[src/design/rpRegPkg.sv]
// Register map, word layouts and disk geometry shared by the RP drive blocks
package rpRegPkg;

   ////////////////////////////////////////
   // Register map
   ////////////////////////////////////////

   // Register select from the host port
   typedef logic [2:0] regAddr_t;

   localparam regAddr_t addrCs1 = 3'd0;
   localparam regAddr_t addrDs  = 3'd1;
   localparam regAddr_t addrEr1 = 3'd2;
   localparam regAddr_t addrDa  = 3'd3;
   localparam regAddr_t addrDc  = 3'd4;
   localparam regAddr_t addrEr2 = 3'd5;
   localparam regAddr_t addrEr3 = 3'd6;
   // Maintenance register, reads as zero
   localparam regAddr_t addrMr  = 3'd7;

   ////////////////////////////////////////
   // Written word layouts
   ////////////////////////////////////////

   // Control word, function and go
   typedef struct packed {
      logic [9:0] unused;
      logic [4:0] func;
      logic       go;
   } cs1Word_t;

   // Desired address word, track and sector
   typedef struct packed {
      logic [2:0] unusedHi;
      logic [4:0] track;
      logic [2:0] unusedLo;
      logic [4:0] sector;
   } daWord_t;

   // One written word seen three ways
   typedef union packed {
      logic [15:0] raw;
      cs1Word_t    cs1;
      daWord_t     da;
   } regWord_u;

   // Host request held stable while req is high
   typedef struct packed {
      logic     write;
      regAddr_t addr;
      regWord_u wdata;
   } hostReq_t;

   // ER1 bits
   localparam int er1Ilf = 0;
   localparam int er1Rmr = 2;
   localparam int er1Iae = 10;
   localparam int er1Wle = 11;

   // DS bits, 5..0 read as zero
   localparam int dsAta = 15;
   localparam int dsErr = 14;
   localparam int dsPip = 13;
   localparam int dsMol = 12;
   localparam int dsWrl = 11;
   localparam int dsLst = 10;
   localparam int dsPgm = 9;
   localparam int dsDpr = 8;
   localparam int dsDry = 7;
   localparam int dsVv  = 6;

   // Geometry, highest valid values
   localparam logic [4:0]  lastSector   = 5'd19;
   localparam logic [4:0]  lastTrack    = 5'd18;
   localparam logic [15:0] lastCylinder = 16'd410;

endpackage

[src/design/rpCtrlPkg.sv]
// Function codes, command pulses and mechanics timing used by the RP drive control blocks
package rpCtrlPkg;

   // Supported function codes
   localparam logic [4:0] fnNop    = 5'd0;
   localparam logic [4:0] fnSeek   = 5'd2;
   localparam logic [4:0] fnRecal  = 5'd3;
   localparam logic [4:0] fnDrvClr = 5'd4;
   localparam logic [4:0] fnPreset = 5'd8;
   localparam logic [4:0] fnPakAck = 5'd9;
   localparam logic [4:0] fnSearch = 5'd12;
   localparam logic [4:0] fnWrite  = 5'd24;
   localparam logic [4:0] fnRead   = 5'd28;

   // One-cycle pulses from the decoder
   typedef struct packed {
      logic go;
      logic drvClr;
      logic preset;
      logic pakAck;
      logic seek;
      logic recal;
      logic search;
      logic xferWrite;
      logic xferRead;
   } driveCmd_t;

   // Mechanics timing in clocks
   localparam int seekCycles = 16;
   localparam int xferCycles = 8;
   localparam int cntWidth   = $clog2(seekCycles + 1);

endpackage

[src/design/rpHostPort.sv]
// Four-phase req/ack register port that performs host reads and writes of the drive registers
module rpHostPort import rpRegPkg::*;
(
   input  logic        clk,
   input  logic        rst,
   input  logic        req,
   input  hostReq_t    request,
   output logic        ack,
   output logic [15:0] rdata,
   output logic        wrStb,
   output hostReq_t    wrReq,
   input  logic [15:0] cs1Rd,
   input  logic [15:0] ds,
   input  logic [15:0] er1,
   input  logic [15:0] da,
   input  logic [15:0] dc,
   input  logic [15:0] er2,
   input  logic [15:0] er3
);

   typedef enum logic [1:0] {stIdle, stAcked, stWaitLow} portState_t;

   portState_t  state;
   logic        accept;
   logic [15:0] rdMux;

   // Access happens on the edge that sees req in idle
   assign accept = (state == stIdle) && req;

   // Read select
   always_comb
   begin
      case (request.addr)
         addrCs1: rdMux = cs1Rd;
         addrDs:  rdMux = ds;
         addrEr1: rdMux = er1;
         addrDa:  rdMux = da;
         addrDc:  rdMux = dc;
         addrEr2: rdMux = er2;
         addrEr3: rdMux = er3;
         addrMr:  rdMux = 16'd0;
         default: rdMux = 16'd0;
      endcase
   end

   ////////////////////////////////////////
   // Handshake FSM
   ////////////////////////////////////////

   always_ff @(posedge clk or posedge rst)
   begin
      if (rst)
      begin
         state <= stIdle;
         ack   <= 1'b0;
         wrStb <= 1'b0;
      end
      else
      begin
         // Strobe lasts one cycle
         wrStb <= accept && request.write;
         case (state)
            stIdle:
               if (req)
                  state <= stAcked;
            stAcked:
            begin
               // Ack one edge after the access
               ack   <= 1'b1;
               state <= stWaitLow;
            end
            stWaitLow:
               if (!req)
               begin
                  ack   <= 1'b0;
                  state <= stIdle;
               end
            default:
               state <= stIdle;
         endcase
      end
   end

   // Request and read data captured at the access edge
   always_ff @(posedge clk)
   begin
      if (accept)
      begin
         wrReq <= request;
         if (!request.write)
            rdata <= rdMux;
      end
   end

endmodule

[src/design/rpCmdDecode.sv]
// Turns CS1 writes with go into drive command pulses and flags illegal or refused functions
module rpCmdDecode import rpRegPkg::*, rpCtrlPkg::*;
(
   input  logic        clk,
   input  logic        rst,
   input  logic        wrStb,
   input  hostReq_t    wrReq,
   input  logic        dry,
   output driveCmd_t   cmd,
   output logic        setIlf,
   output logic        setRmr,
   output logic        cmdAta,
   output logic [15:0] cs1Rd
);

   logic       cs1Write;
   logic [4:0] func;
   logic [4:0] lastFunc;
   driveCmd_t  nextCmd;
   logic       nextIlf;
   logic       nextRmr;
   regWord_u   rdWord;

   assign cs1Write = wrStb && (wrReq.addr == addrCs1);
   assign func     = wrReq.wdata.cs1.func;

   // Function decode
   always_comb
   begin
      nextCmd = '0;
      nextIlf = 1'b0;
      nextRmr = 1'b0;
      if (cs1Write && wrReq.wdata.cs1.go)
      begin
         // Drive clear even when busy
         if (func == fnDrvClr)
         begin
            nextCmd.drvClr = 1'b1;
            nextCmd.go     = 1'b1;
         end
         // Busy drive refuses the rest
         else if (!dry)
            nextRmr = 1'b1;
         else
         begin
            nextCmd.go = 1'b1;
            case (func)
               fnNop:    ;
               fnSeek:   nextCmd.seek      = 1'b1;
               fnRecal:  nextCmd.recal     = 1'b1;
               fnPreset: nextCmd.preset    = 1'b1;
               fnPakAck: nextCmd.pakAck    = 1'b1;
               fnSearch: nextCmd.search    = 1'b1;
               fnWrite:  nextCmd.xferWrite = 1'b1;
               fnRead:   nextCmd.xferRead  = 1'b1;
               default:
               begin
                  // Unload, offset, release and the rest
                  nextCmd.go = 1'b0;
                  nextIlf    = 1'b1;
               end
            endcase
         end
      end
   end

   always_ff @(posedge clk or posedge rst)
   begin
      if (rst)
      begin
         cmd      <= '0;
         setIlf   <= 1'b0;
         setRmr   <= 1'b0;
         cmdAta   <= 1'b0;
         lastFunc <= 5'd0;
      end
      else
      begin
         cmd    <= nextCmd;
         setIlf <= nextIlf;
         setRmr <= nextRmr;
         cmdAta <= nextIlf;
         if (cs1Write)
            lastFunc <= func;
      end
   end

   // CS1 readback, go shows a running operation
   always_comb
   begin
      rdWord         = '0;
      rdWord.cs1.func = lastFunc;
      rdWord.cs1.go   = ~dry;
   end

   assign cs1Rd = rdWord.raw;

endmodule

[src/design/rpErrRegs.sv]
// Error registers ER1, ER2 and ER3 with their set, host write and clear rules
module rpErrRegs import rpRegPkg::*, rpCtrlPkg::*;
(
   input  logic        clk,
   input  logic        rst,
   input  logic        clr,
   input  driveCmd_t   cmd,
   input  logic        wrStb,
   input  hostReq_t    wrReq,
   input  logic        setIlf,
   input  logic        setRmr,
   input  logic        setIae,
   input  logic        setWle,
   output logic [15:0] er1,
   output logic [15:0] er2,
   output logic [15:0] er3
);

   logic        clrAll;
   logic [15:0] er1Set;

   // Controller clear or drive clear
   assign clrAll = clr | cmd.drvClr;

   // Error pulses as an ER1 mask
   always_comb
   begin
      er1Set         = '0;
      er1Set[er1Ilf] = setIlf;
      er1Set[er1Rmr] = setRmr;
      er1Set[er1Iae] = setIae;
      er1Set[er1Wle] = setWle;
   end

   always_ff @(posedge clk or posedge rst)
   begin
      if (rst)
      begin
         er1 <= '0;
         er2 <= '0;
         er3 <= '0;
      end
      // Clearing beats any set
      else if (clrAll)
      begin
         er1 <= '0;
         er2 <= '0;
         er3 <= '0;
      end
      else
      begin
         // Host load, then new errors on top
         if (wrStb && (wrReq.addr == addrEr1))
            er1 <= wrReq.wdata.raw | er1Set;
         else
            er1 <= er1 | er1Set;
         // Maintenance registers
         if (wrStb && (wrReq.addr == addrEr2))
            er2 <= wrReq.wdata.raw;
         if (wrStb && (wrReq.addr == addrEr3))
            er3 <= wrReq.wdata.raw;
      end
   end

endmodule

[src/design/rpStatus.sv]
// Drive status word DS with attention, last-sector, volume-valid and media change tracking
module rpStatus import rpRegPkg::*, rpCtrlPkg::*;
(
   input  logic        clk,
   input  logic        rst,
   input  logic        clr,
   input  driveCmd_t   cmd,
   input  logic        clrAta,
   input  logic        setAta,
   input  logic        setLst,
   input  logic        daWrite,
   input  logic        cardDetect,
   input  logic        writeProtect,
   input  logic        drivePresent,
   input  logic        pip,
   input  logic        dry,
   input  logic [15:0] er1,
   input  logic [15:0] er2,
   input  logic [15:0] er3,
   output logic [15:0] ds
);

   logic lastCd;
   logic cdValid;
   logic mediaChange;
   logic cardInsert;
   logic errAny;
   logic ata;
   logic lst;
   logic vv;

   ////////////////////////////////////////
   // Media change
   ////////////////////////////////////////

   // Previous card state
   // First cycle after reset only primes it
   always_ff @(posedge clk or posedge rst)
   begin
      if (rst)
      begin
         lastCd  <= 1'b0;
         cdValid <= 1'b0;
      end
      else
      begin
         lastCd  <= cardDetect;
         cdValid <= 1'b1;
      end
   end

   assign mediaChange = cdValid && (cardDetect != lastCd);
   assign cardInsert  = mediaChange && cardDetect;

   // Composite error
   assign errAny = (er1 != '0) | (er2 != '0) | (er3 != '0);

   ////////////////////////////////////////
   // Status flags
   ////////////////////////////////////////

   always_ff @(posedge clk or posedge rst)
   begin
      if (rst)
      begin
         ata <= 1'b0;
         lst <= 1'b0;
         vv  <= 1'b0;
      end
      else
      begin
         // Attention, clear wins
         if (clr | clrAta | cmd.drvClr)
            ata <= 1'b0;
         else if (setAta | mediaChange | (cmd.go & errAny))
            ata <= 1'b1;
         // Last sector transferred
         if (clr | daWrite)
            lst <= 1'b0;
         else if (setLst)
            lst <= 1'b1;
         // New pack needs a fresh pack acknowledge
         if (cardInsert)
            vv <= 1'b0;
         else if (cmd.preset | cmd.pakAck)
            vv <= 1'b1;
      end
   end

   // DS word
   always_comb
   begin
      ds        = '0;
      ds[dsAta] = ata;
      ds[dsErr] = errAny;
      ds[dsPip] = pip;
      ds[dsMol] = cardDetect;
      ds[dsWrl] = writeProtect;
      ds[dsLst] = lst;
      // Not a dual-port drive
      ds[dsPgm] = 1'b0;
      ds[dsDpr] = drivePresent;
      ds[dsDry] = dry;
      ds[dsVv]  = vv;
   end

endmodule

[src/design/rpMechanics.sv]
// Desired-address registers and the timing model for positioning and sector transfers
module rpMechanics import rpRegPkg::*, rpCtrlPkg::*;
(
   input  logic        clk,
   input  logic        rst,
   input  logic        clr,
   input  driveCmd_t   cmd,
   input  logic        wrStb,
   input  hostReq_t    wrReq,
   input  logic        writeProtect,
   output logic        pip,
   output logic        dry,
   output logic        setLst,
   output logic        setAta,
   output logic        setIae,
   output logic        setWle,
   output logic [15:0] da,
   output logic [15:0] dc
);

   regWord_u            daReg;
   logic [15:0]         dcReg;
   logic [cntWidth-1:0] cnt;
   logic                posn;
   logic                busy;
   logic                xferEnd;
   logic                atLast;
   logic                addrBad;
   logic                posStart;
   logic                xferStart;

   // Address check against geometry
   assign addrBad = (daReg.da.sector > lastSector) | (daReg.da.track > lastTrack) |
                    (dcReg > lastCylinder);

   // Command acceptance
   assign setIae    = (cmd.seek | cmd.search | cmd.xferRead | cmd.xferWrite) & addrBad;
   assign setWle    = cmd.xferWrite & writeProtect & ~addrBad;
   assign posStart  = ((cmd.seek | cmd.search) & ~addrBad) | cmd.recal;
   assign xferStart = (cmd.xferRead | (cmd.xferWrite & ~writeProtect)) & ~addrBad;

   // Counter state
   assign busy    = (cnt != '0);
   assign xferEnd = (cnt == cntWidth'(1)) & ~posn;
   assign atLast  = (daReg.da.sector == lastSector);

   assign pip    = busy & posn;
   assign dry    = ~busy;
   assign setLst = xferEnd & atLast;
   // Positioning done or command rejected
   assign setAta = setIae | setWle | ((cnt == cntWidth'(1)) & posn);

   ////////////////////////////////////////
   // Operation timer
   ////////////////////////////////////////

   always_ff @(posedge clk or posedge rst)
   begin
      if (rst)
      begin
         cnt  <= '0;
         posn <= 1'b0;
      end
      else if (clr)
         cnt <= '0;
      else if (posStart)
      begin
         cnt  <= cntWidth'(seekCycles);
         posn <= 1'b1;
      end
      else if (xferStart)
      begin
         cnt  <= cntWidth'(xferCycles);
         posn <= 1'b0;
      end
      else if (busy)
         cnt <= cnt - 1'b1;
   end

   // DA and DC registers
   always_ff @(posedge clk or posedge rst)
   begin
      if (rst)
      begin
         daReg <= '0;
         dcReg <= '0;
      end
      else if (clr | cmd.preset)
      begin
         daReg <= '0;
         dcReg <= '0;
      end
      else
      begin
         if (wrStb && (wrReq.addr == addrDa))
            daReg <= wrReq.wdata;
         // Sector advance after a transfer
         else if (xferEnd)
         begin
            if (atLast)
            begin
               daReg.da.sector <= 5'd0;
               daReg.da.track  <= daReg.da.track + 5'd1;
            end
            else
               daReg.da.sector <= daReg.da.sector + 5'd1;
         end
         // Recal returns to cylinder zero
         if (cmd.recal)
            dcReg <= '0;
         else if (wrStb && (wrReq.addr == addrDc))
            dcReg <= wrReq.wdata.raw;
      end
   end

   assign da = daReg.raw;
   assign dc = dcReg;

endmodule

[src/design/rpDrive.sv]
// Top of one emulated RP drive, joining the register port, decoder, errors, status and mechanics
module rpDrive import rpRegPkg::*, rpCtrlPkg::*;
(
   input  logic        clk,
   input  logic        rst,
   input  logic        clr,
   input  logic        req,
   input  hostReq_t    request,
   output logic        ack,
   output logic [15:0] rdata,
   input  logic        cardDetect,
   input  logic        writeProtect,
   input  logic        drivePresent
);

   logic        wrStb;
   hostReq_t    wrReq;
   driveCmd_t   cmd;
   logic [15:0] cs1Rd;
   logic [15:0] ds;
   logic [15:0] er1;
   logic [15:0] er2;
   logic [15:0] er3;
   logic [15:0] da;
   logic [15:0] dc;
   logic        setIlf;
   logic        setRmr;
   logic        cmdAta;
   logic        pip;
   logic        dry;
   logic        setLst;
   logic        mechAta;
   logic        setIae;
   logic        setWle;
   logic        clrAta;
   logic        daWrite;
   logic        anyAta;

   // Writing a one to DS bit 15 clears attention
   assign clrAta  = wrStb && (wrReq.addr == addrDs) && wrReq.wdata.raw[dsAta];
   assign daWrite = wrStb && (wrReq.addr == addrDa);
   assign anyAta  = mechAta | cmdAta;

   rpHostPort rpHostPort_i (
      .clk(clk), .rst(rst), .req(req), .request(request), .ack(ack),
      .rdata(rdata), .wrStb(wrStb), .wrReq(wrReq), .cs1Rd(cs1Rd), .ds(ds),
      .er1(er1), .da(da), .dc(dc), .er2(er2), .er3(er3)
   );

   rpCmdDecode rpCmdDecode_i (
      .clk(clk), .rst(rst), .wrStb(wrStb), .wrReq(wrReq), .dry(dry),
      .cmd(cmd), .setIlf(setIlf), .setRmr(setRmr), .cmdAta(cmdAta), .cs1Rd(cs1Rd)
   );

   rpErrRegs rpErrRegs_i (
      .clk(clk), .rst(rst), .clr(clr), .cmd(cmd), .wrStb(wrStb), .wrReq(wrReq),
      .setIlf(setIlf), .setRmr(setRmr), .setIae(setIae), .setWle(setWle),
      .er1(er1), .er2(er2), .er3(er3)
   );

   rpStatus rpStatus_i (
      .clk(clk), .rst(rst), .clr(clr), .cmd(cmd), .clrAta(clrAta),
      .setAta(anyAta), .setLst(setLst), .daWrite(daWrite),
      .cardDetect(cardDetect), .writeProtect(writeProtect),
      .drivePresent(drivePresent), .pip(pip), .dry(dry),
      .er1(er1), .er2(er2), .er3(er3), .ds(ds)
   );

   rpMechanics rpMechanics_i (
      .clk(clk), .rst(rst), .clr(clr), .cmd(cmd), .wrStb(wrStb), .wrReq(wrReq),
      .writeProtect(writeProtect), .pip(pip), .dry(dry), .setLst(setLst),
      .setAta(mechAta), .setIae(setIae), .setWle(setWle), .da(da), .dc(dc)
   );

endmodule

[config.mk]
export PLATFORM = sky130hd
export DESIGN_NAME = rpDrive
export DESIGN_NICKNAME = d
export VERILOG_FILES = /design/src/design/rpRegPkg.sv /design/src/design/rpCtrlPkg.sv /design/src/design/rpHostPort.sv /design/src/design/rpCmdDecode.sv /design/src/design/rpErrRegs.sv /design/src/design/rpStatus.sv /design/src/design/rpMechanics.sv /design/src/design/rpDrive.sv
export SDC_FILE = /design/constraint.sdc
export NUM_CORES = 1
export LEC_CHECK = 0
export BUFFER_PORTS_ARGS = -buffer_cell sky130_fd_sc_hd__buf_4
export CAP_MARGIN = 30
export CORE_MARGIN = 2
export CORE_UTILIZATION = 38
export CTS_CLUSTER_DIAMETER = 60
export DETAILED_ROUTE_END_ITERATION = 8
export GPL_ROUTABILITY_DRIVEN = 0
export SLEW_MARGIN = 20
export SYNTH_ARGS = -nofsm -noshare
export SYNTH_HDL_FRONTEND = slang
export SYNTH_SLANG_ARGS = --single-unit
[constraint.sdc]
create_clock -name clk -period 3.4 [get_ports clk]
set_input_delay 0.68 -clock clk [delete_from_list [all_inputs] [get_ports clk]]
set_output_delay 0.68 -clock clk [all_outputs]
set_load 0.01 [all_outputs]
Word-level counts from Yosys, hierarchy flattened
Cells that the tools add are included.
{"block": "totals", "regBits": 146, "output_inout_bits": 17, "wordCells": 201}
{"block": "op_classes", "add_sub_neg": 3, "order_cmp": 3, "eq_ne": 28, "mux": 57, "bitwise": 39, "reduce_logical": 39}
{"cell": "$mux W16", "count": 10}
{"cell": "$pmux W16 S8", "count": 1}
{"cell": "$mux W5", "count": 10}
{"cell": "$reduce_bool A16 Y1", "count": 3}
{"cell": "$or A16 B12 Y16", "count": 2}
{"cell": "$mux W1", "count": 27}
{"cell": "$eq A3 B3 Y1 const B", "count": 7}
{"cell": "$or A1 B1 Y1", "count": 20}
{"cell": "$gt A16 B9 Y1 const B", "count": 1}
{"cell": "$reduce_bool A2 Y1", "count": 8}
{"cell": "$eq A5 B4 Y1 const B", "count": 3}
{"cell": "$eq A5 B5 Y1 const B", "count": 3}
{"cell": "$mux W7", "count": 2}
{"cell": "$logic_and A1 B1 Y1", "count": 13}
{"cell": "$eq A3 B2 Y1 const B", "count": 4}
{"cell": "$and A1 B1 Y1", "count": 11}
{"cell": "$add A5 B1 Y5 const B", "count": 2}
{"cell": "$eq A5 B2 Y1 const B", "count": 2}
{"cell": "$gt A5 B5 Y1 const B", "count": 2}
{"cell": "$reduce_and A2 Y1", "count": 5}
{"cell": "$mux W9", "count": 1}
{"cell": "$reduce_bool A3 Y1", "count": 3}
{"cell": "$reduce_or A8 Y1", "count": 1}
{"cell": "$eq A3 B1 Y1 const B", "count": 2}
{"cell": "17 further kinds", "count": 26}

Logic depth before layout (Yosys ltp)
Gate-level depths: netlist of the first run.
{"block": "logic_depth", "ltp_word": 12, "depth_mapped": 7}

Hierarchy
Synthesis of the first run repeated with hierarchy kept, for this count alone.
{"block": "hier_totals", "cells_unflattened": 713, "area_unflattened_um2": 7611.0}
{"mod": "rpHostPort", "n_inst": 1, "cells_per_inst": 183, "area_per_inst_um2": 2277.2, "seq_area_each_um2": 1181.1}
{"mod": "rpErrRegs", "n_inst": 1, "cells_per_inst": 215, "area_per_inst_um2": 2159.6, "seq_area_each_um2": 1201.2}
{"mod": "rpMechanics", "n_inst": 1, "cells_per_inst": 193, "area_per_inst_um2": 1976.9, "seq_area_each_um2": 950.9}
{"mod": "rpCmdDecode", "n_inst": 1, "cells_per_inst": 70, "area_per_inst_um2": 753.2, "seq_area_each_um2": 400.4}
{"mod": "rpStatus", "n_inst": 1, "cells_per_inst": 48, "area_per_inst_um2": 411.6, "seq_area_each_um2": 125.1}
{"mod": "rpDrive", "n_inst": 1, "cells_per_inst": 4, "area_per_inst_um2": 32.5, "seq_area_each_um2": 0.0}

Worst setup path after synthesis of the first run
No wires, ideal clock.
{"block": "synth_timing", "path_kind": "input port to flip-flop", "start": "input req", "end": "register, netlist name rpHostPort_i.wrReq[0]", "setup_time_ns": 0.423, "arrival_time_ns": 2.131, "required_ns": 2.977, "slack_ns": 0.845, "path_stages": 1, "path_buffers": 0, "cell_sequence": "nor3b_1"}
{"block": "synth_via", "elab_chain_cells": 1}
{"item": "start: declaration", "line": "rpDrive.sv:7", "rtl": "input logic req,"}
{"item": "$logic_and A1 B1 Y1", "line": "rpHostPort.sv:28", "rtl": "assign accept = (state == stIdle) && req;"}
No other way between the ends.
A chain may end at the register's enable or synchronous reset.

Worst setup path after layout of the first run
{"block": "layout_timing", "start": "register rpMechanics_i.daReg, in the netlist rpMechanics_i.da[8]", "end": "register rpMechanics_i.cnt[3]"}
{"block": "layout_via", "elab_chain_cells": 8}
{"item": "start: declaration", "line": "rpMechanics.sv:21", "rtl": "regWord_u daReg;"}
{"item": "start signal: assignment", "line": "rpMechanics.sv:96", "rtl": "daReg <= wrReq.wdata;"}
{"item": "$gt A5 B5 Y1 *", "line": "rpMechanics.sv:33", "rtl": "assign addrBad = (daReg.da.sector > lastSector) | (daReg.da.track > lastTrack) |"}
{"item": "$or A1 B1 Y1 * (2 in series)", "line": "rpMechanics.sv:33"}
{"item": "$not A1 Y1 *", "line": "rpMechanics.sv:39, rpMechanics.sv:40"}
{"item": "$and A1 B1 Y1, on equally long branches", "line": "rpMechanics.sv:40, rpMechanics.sv:39"}
{"item": "$mux W5 / $or A1 B1 Y1 (equally long branches)", "line": "rpMechanics.sv:71, rpMechanics.sv:39"}
{"item": "$mux W5", "line": "rpMechanics.sv:66", "rtl": "else if (posStart)"}
{"item": "$mux W5", "line": "rpMechanics.sv:64", "rtl": "else if (clr)"}
{"item": "end signal: assignment", "line": "rpMechanics.sv:68", "rtl": "cnt <= cntWidth'(seekCycles);"}
{"item": "end signal: assignment", "line": "rpMechanics.sv:73", "rtl": "cnt <= cntWidth'(xferCycles);"}
{"item": "end signal: assignment", "line": "rpMechanics.sv:77", "rtl": "cnt <= cnt - 1'b1;"}
{"item": "end: declaration", "line": "rpMechanics.sv:23", "rtl": "logic [cntWidth-1:0] cnt;"}
Every way passes the cells marked *; elsewhere a longest branch is shown, timed or not.

==> impl_metrics.csv, run 1 <==
group,metric,value,unit
setup_path,path_class,"reg2reg",
cts,ctsResizeCount,0,
setup_path,worstRegToRegCells,7,
yosys,syn_nets,686,
floorplanning,die_h,138,um
layout,final_cell_mix,"nand2_1, dfrtp_1, a21oi_1",
setup_path,slowest_delay,0.65,ns
pwr,p_comb_share,14.4,%
routing,ant_nets,0,
layout,fillCellCount,1654,
yosys,synth_area,0.00681,mm^2
placed_design,dpl-instance-area,0.00733,mm^2
setup_path,worstPathRequired,3.72,ns
yosys,postSynthAreaPerCell,10.4,um^2
setup_path,path_cells,"inv_1 > ha_1 > nor2b_1 > o31a_1 > a2111oi_4 > a22oi_2 > a2111oi_2",
floorplanning,core-area,0.0174,mm^2
layout,layout-drive-gt1-share,16.7,%
cts,clock_sinks,146,
timing,clock_skew,0.0114,ns
floorplanning,io_pins,44,
routing,routed_wl,19900,um
yosys,yosys_most_used_dff,"dfrtp_1",
floorplanning,start_util,39.1,%
cts,htree_levels,4,
floorplanning,die_area,0.0190,mm^2
routing,vias_per_cell,5.89,
routing,first_pass_iters,5,
cts,root_buffer,"clkbuf_16",
cts,cts_made_buffers,17,
global_route,gr-usage-all-layers,22.3,%
global_route,antenna_found_initial,0,
cts,cts_tree,"built",
hold_path,hold_path.class,"in2async",
global_route,grt_pass1_wl,30700,um
timing,fmax,444,MHz
pwr,switching_share,28.5,%
cts,postCtsHoldBufs,0,
timing,min_period_over_period,66.3,%
setup_path,arrival,2.57,ns
setup_path,end_kind,"flop",
pwr,p_per_area,594,mW/mm^2
routing,wl_per_cell,21.6,um
global_route,grt_pass1_vias,5158,
timing,hold_ws,0.401,ns
status,status,"complete, no violations",
yosys,synth.distinct_cells,61,
timing,period_minus_slack,2.25,ns
setup_path,cp_slowest_cell,"a2111oi_4",
layout,design_area,0.00793,mm^2
timing,timing.setup.tns,0,ns
placed_design,portBuffers,43,
global_route,grt_max_degree,112,
cts,cts_setup_buffers,0,
layout,seq_area,0.00383,mm^2
timing,grt_setup_unrepaired,"false",
floorplanning,die_w,138,um
pwr,p_seq_share,46.9,%
placed_design,hpwlAfterDp,13600,um
floorplanning,rows,48,
yosys,ys_seq_elements,146,
yosys,postSynthCellCount,654,
routing,first_iter_violations,703,
pwr,power_leakage,0.00324,uW
pwr,p_int,3370,uW
pwr,power.switching,1340,uW
timing,setup_viol,0,
layout,final_nets,715,
pwr,clkPwrFrac,38.7,%
timing,hold_viol,0,
setup_path,critPathMaxFanout,10,
pwr,ir_worst_vdd,423,uV
layout,area_delta_synth_final,16.5,%
layout,multiInputGateArea,0.00277,mm^2
layout,diodes,0,
cts,clk-insertion-delay-late,0.43,ns
pwr,power,4710,uW
routing,vias,5422,
layout,layout_commonest_cell,"nand2_1",
setup_path,cp-start-kind,"flop",
yosys,yosysWarningCount,0,
global_route,grt_overflow_total,0,
cts,clk_path_buf_depth,2,
yosys,async_reset_ff_share,76.0,%
timing,tightest_slew,0.945,ns
timing,slew_viol_final,0,
yosys,synth.yosys.seq_area_share,56.2,%
timing,max-slew-margin-rel,36.9,%
job,cap_violations,0,
routing,drt_drc_violations_left,0,
cts,cts.clk_slew.worst_paths,0.06,ns
yosys,synth_edf_count,35,
## synthesized netlist by cell type, types with 13 or more instances
cell type  number  area [um^2]
nor2b_1        14         87.6
clkbuf_1       35          131
edfxtp_1       35         1050
a22o_1         15          131
nor3_1         17         85.1
inv_1          15         56.3
nor2_1         41          154
a21oi_1        77          385
dfrtp_1       111         2780
mux2_2         13          146
nand2_1       121          454
## sequential cells by signal, summed over array words and instances (netlist names), 5 cells and up
signal                  flops
rpHostPort_i.rdata         16
rpCmdDecode_i.lastFunc      5
rpMechanics_i.cnt           5
rpMechanics_i.da           16
rpMechanics_i.dc           16
rpHostPort_i.wrReq         19
rpErrRegs_i.er2            16
rpErrRegs_i.er3            16
rpCmdDecode_i.cmd           9
rpErrRegs_i.er1            16
## critical path: cells and delay by family, from the launching register on
kind / cells / cell delay (ns)
flops: 1 / 0.43
compound gates: 4 / 1.44
buf+inv: 1 / 0.08
fa+ha+maj: 1 / 0.14
simple gates: 1 / 0.04
## power groups by stage
stage	clock network [uW]	logic [uW]	registers (uW)
after floorplan	0	468	2120
after global placement	0	646	2230
after detailed placement	0	662	2230
after CTS	1850	664	2200
after global routing	1930	739	2220
final	1820	676	2210
## metal layers
layer | global-route usage [%] | wire [um] | up-vias | part of all wire, %
met1 | 32.5 | 8860 | 2699 | 45
li1 | - | - | 2408 | -
met5 | 0 | 0 | - | 0
met2 | 32.2 | 8700 | 278 | 44
met3 | 4.86 | 1710 | 37 | 8.6
met4 | 9.35 | 592 | 0 | 3.0
## worst paths after layout
kind | start | to | slack, ns
max | rpMechanics_i.da[8] | rpMechanics_i.cnt[3] | 1.15
min | rst | rpCmdDecode_i.cmd[4] | 0.40
max reg2reg | rpMechanics_i.da[8] | rpMechanics_i.cnt[3] | 1.15
min reg2reg | rpStatus_i.cdValid | rpStatus_i.vv | 0.50
max in group asynchronous | rst | rpErrRegs_i.er3[6] | 2.51
min in group clk | cardDetect | rpStatus_i.lastCd | 0.41
## through the flow
stage | util (%) | setup WS (ns) | instances
6_report | 45.6 | 1.15 | 920
2_1_floorplan | - | 0.845 | 654
3_5_place_dp | 42.1 | 0.976 | 887
3_3_place_gp | 42.1 | 1.07 | 887
4_1_cts | 45.3 | 1.16 | 918
5_1_grt | 45.6 | 1.01 | 920
## cell families (layout without fill, tap and decap cells)
kind of cell | after synthesis | after routing | share of synthesized area [%]
buffers and inverters | 57 | 98 | 3.32
AOI/OAI and AO/OA | 156 | 156 | 15.3
adders and majority gates | 5 | 5 | 0.918
other | 1 | 1 | 0.0550
muxes | 29 | 29 | 5.23
xor gates and xnor gates | 8 | 8 | 1.03
DFF | 146 | 146 | 56.2
and+or+nand+nor | 252 | 252 | 17.9
## layout make-up
class,count,area share [%]
clock buffer,21,5.80
clock inverter,10,1.37
inverter,15,0.757
multi-input combinational,451,34.9
sequential,146,48.3
tap,225,3.55
timing repair buffer,52,5.38
Note: power is estimated with default switching activity, not from simulation.
==> run 2, diff against run 1 <==
==> constraint.sdc (replaced) <==
create_clock -name clk -period 2 [get_ports clk]
set_input_delay 0.4 -clock clk [delete_from_list [all_inputs] [get_ports clk]]
set_output_delay 0.4 -clock clk [all_outputs]
set_load 0.01 [all_outputs]
==> run 2 against run 1 <==
Worst setup slack worse by 1.1 ns; combinational power is 110% higher; count of clock-buffer cells in the layout is 3 higher; global-route usage is 0.69 points higher; critical path type unchanged.
==> impl_metrics.csv, run 2 (synthesized netlist as in run 1, its figures left out) <==
group,metric,value,unit
routing,first_iter_violations,692,
global_route,grt_max_degree,41,
layout,final_nets,762,
cts,cts.clk_slew.worst_paths,0.06,ns
cts,cts_tree,"built",
cts,htree_levels,4,
timing,grt_setup_unrepaired,"true",
routing,wl_per_cell,20.9,um
global_route,gr-usage-all-layers,23.0,%
floorplanning,core-area,0.0174,mm^2
timing,max-slew-margin-rel,53.6,%
timing,slew_viol_final,0,
setup_path,cp-start-kind,"flop",
layout,layout_commonest_cell,"nand2_1",
routing,vias,5519,
layout,area_delta_synth_final,22.6,%
floorplanning,die_h,138,um
layout,largest_reg_flops,19,
routing,first_pass_iters,5,
setup_path,arrival,2.26,ns
global_route,antenna_found_initial,1,
pwr,p_per_area,970,mW/mm^2
job,cap_violations,0,
layout,layout-drive-gt1-share,22.7,%
timing,clock_skew,0.00864,ns
setup_path,path_class,"reg2reg",
setup_path,worstPathRequired,2.32,ns
routing,routed_wl,20200,um
floorplanning,rows,48,
timing,period_minus_slack,1.94,ns
placed_design,dpl-instance-area,0.00772,mm^2
layout,diodes,0,
status,status,"complete, no violations",
layout,final_cell_mix,"nand2_1, dfrtp_1, buf_4",
timing,min_period_over_period,97.1,%
global_route,grt_use_met1,32.7,%
layout,regMostFlops,"rpHostPort_i.wrReq",
global_route,grt_overflow_total,0,
floorplanning,start_util,39.1,%
pwr,power_leakage,0.00349,uW
global_route,use_met2,33.5,%
timing,fmax,515,MHz
cts,cts_made_buffers,17,
global_route,grt_util_met3,5.74,%
pwr,power,8100,uW
cts,clk_path_buf_depth,2,
setup_path,end_kind,"flop",
global_route,grt_pass1_wl,31800,um
global_route,busiest_layer,"met2",
layout,design_area,0.00835,mm^2
cts,root_buffer,"clkbuf_16",
routing,ant_nets,0,
setup_path,critPathMaxFanout,6,
floorplanning,io_pins,44,
placed_design,hpwlAfterDp,14600,um
cts,clock_sinks,146,
layout,fillCellCount,1660,
timing,tightest_slew,0.694,ns
timing,hold_viol,0,
pwr,ir_worst_vdd,707,uV
cts,clk-insertion-delay-late,0.42,ns
global_route,grt_pass1_vias,5523,
timing,setup_viol,0,
placed_design,portBuffers,43,
floorplanning,die_w,138,um
floorplanning,die_area,0.0190,mm^2
routing,vias_per_cell,5.70,
routing,drt_drc_violations_left,0,
hold_path,hold_path.class,"in2reg",
## run 2: cell types whose count changed in the layout (fill, tap and decap cells not counted), sizes merged
cell         previous run  this run
clkbuf                 21        24
clkinvlp                4         2
inv                    15        16
buf                    52        98
dlygate4sd3             0         1
bufinv                  2         1
## run 2: layout make-up
type                       count  area [um^2]  area share, %
clock buffer                  24          482           5.77
multi-input combinational    451         2820           33.7
clock inverter                 8         76.3          0.914
tap                          225          282           3.37
timing repair buffer          99          808           9.68
inverter                      15         60.1          0.719
sequential                   146         3830           45.8
## run 2: final timing paths
path,start,to,slack [ns],depth (start not counted)
min in group asynchronous,rst,rpCmdDecode_i.cmd[3],0.46,3
max reg2reg,rpMechanics_i.da[1],rpMechanics_i.cnt[1],0.06,6
min reg2reg,rpStatus_i.cdValid,rpStatus_i.vv,0.49,1
min,cardDetect,rpStatus_i.lastCd,0.13,1
max in group asynchronous,rst,rpMechanics_i.da[14],1.05,4
max,rpMechanics_i.da[1],rpMechanics_i.cnt[1],0.06,6
## run 2: through the flow
| step | util, % | setup TNS, ns | hold slack [ns] | cells | setup slack [ns] |
|---|---|---|---|---|---|
| floorplan | - | 0 | 0.431 | 654 | 0.0101 |
| global placement | 44.3 | 0 | 0.345 | 933 | 0.0788 |
| detailed placement | 44.3 | 0 | 0.347 | 933 | 0.0542 |
| CTS | 47.6 | 0 | 0.120 | 966 | 0.0409 |
| global route | 48.0 | -0.0598 | 0.115 | 968 | -0.0259 |
| finish | 48.0 | 0 | 0.131 | 968 | 0.0588 |
## run 2: what timing repair did
item | 4_1_cts | 5_1_grt
setup endpoints to repair | 0 | 9
buffers inserted | 0 | 2
endpoints found under the hold margin | 3 | 0
hold buffers | 1 | 0
resized for setup | 0 | 9
## run 2: metal layers
| layer | part of all wire, % | up-vias |
|---|---|---|
| li1 | - | 2510 |
| met1 | 46 | 2741 |
| met2 | 44 | 227 |
| met3 | 7.5 | 41 |
| met4 | 3.2 | 0 |
| met5 | 0 | - |
## run 2: power by group
group	internal (uW)	switching (uW)	total [uW]	leakage [uW]
Combinational	621	776	1400	0.00136
Sequential	3360	334	3690	0.00186
Clock	1810	1200	3010	0.000275
Total	5790	2310	8100	0.00349
## run 2: worst max-delay path: stages, from the launching register on
cell and delay, ns:
dfrtp_1 0.40, ha_1 0.24, o21ai_0 0.34, a2111oi_4 0.14, buf_4 0.18, a211o_2 0.33, a211oi_1 0.21
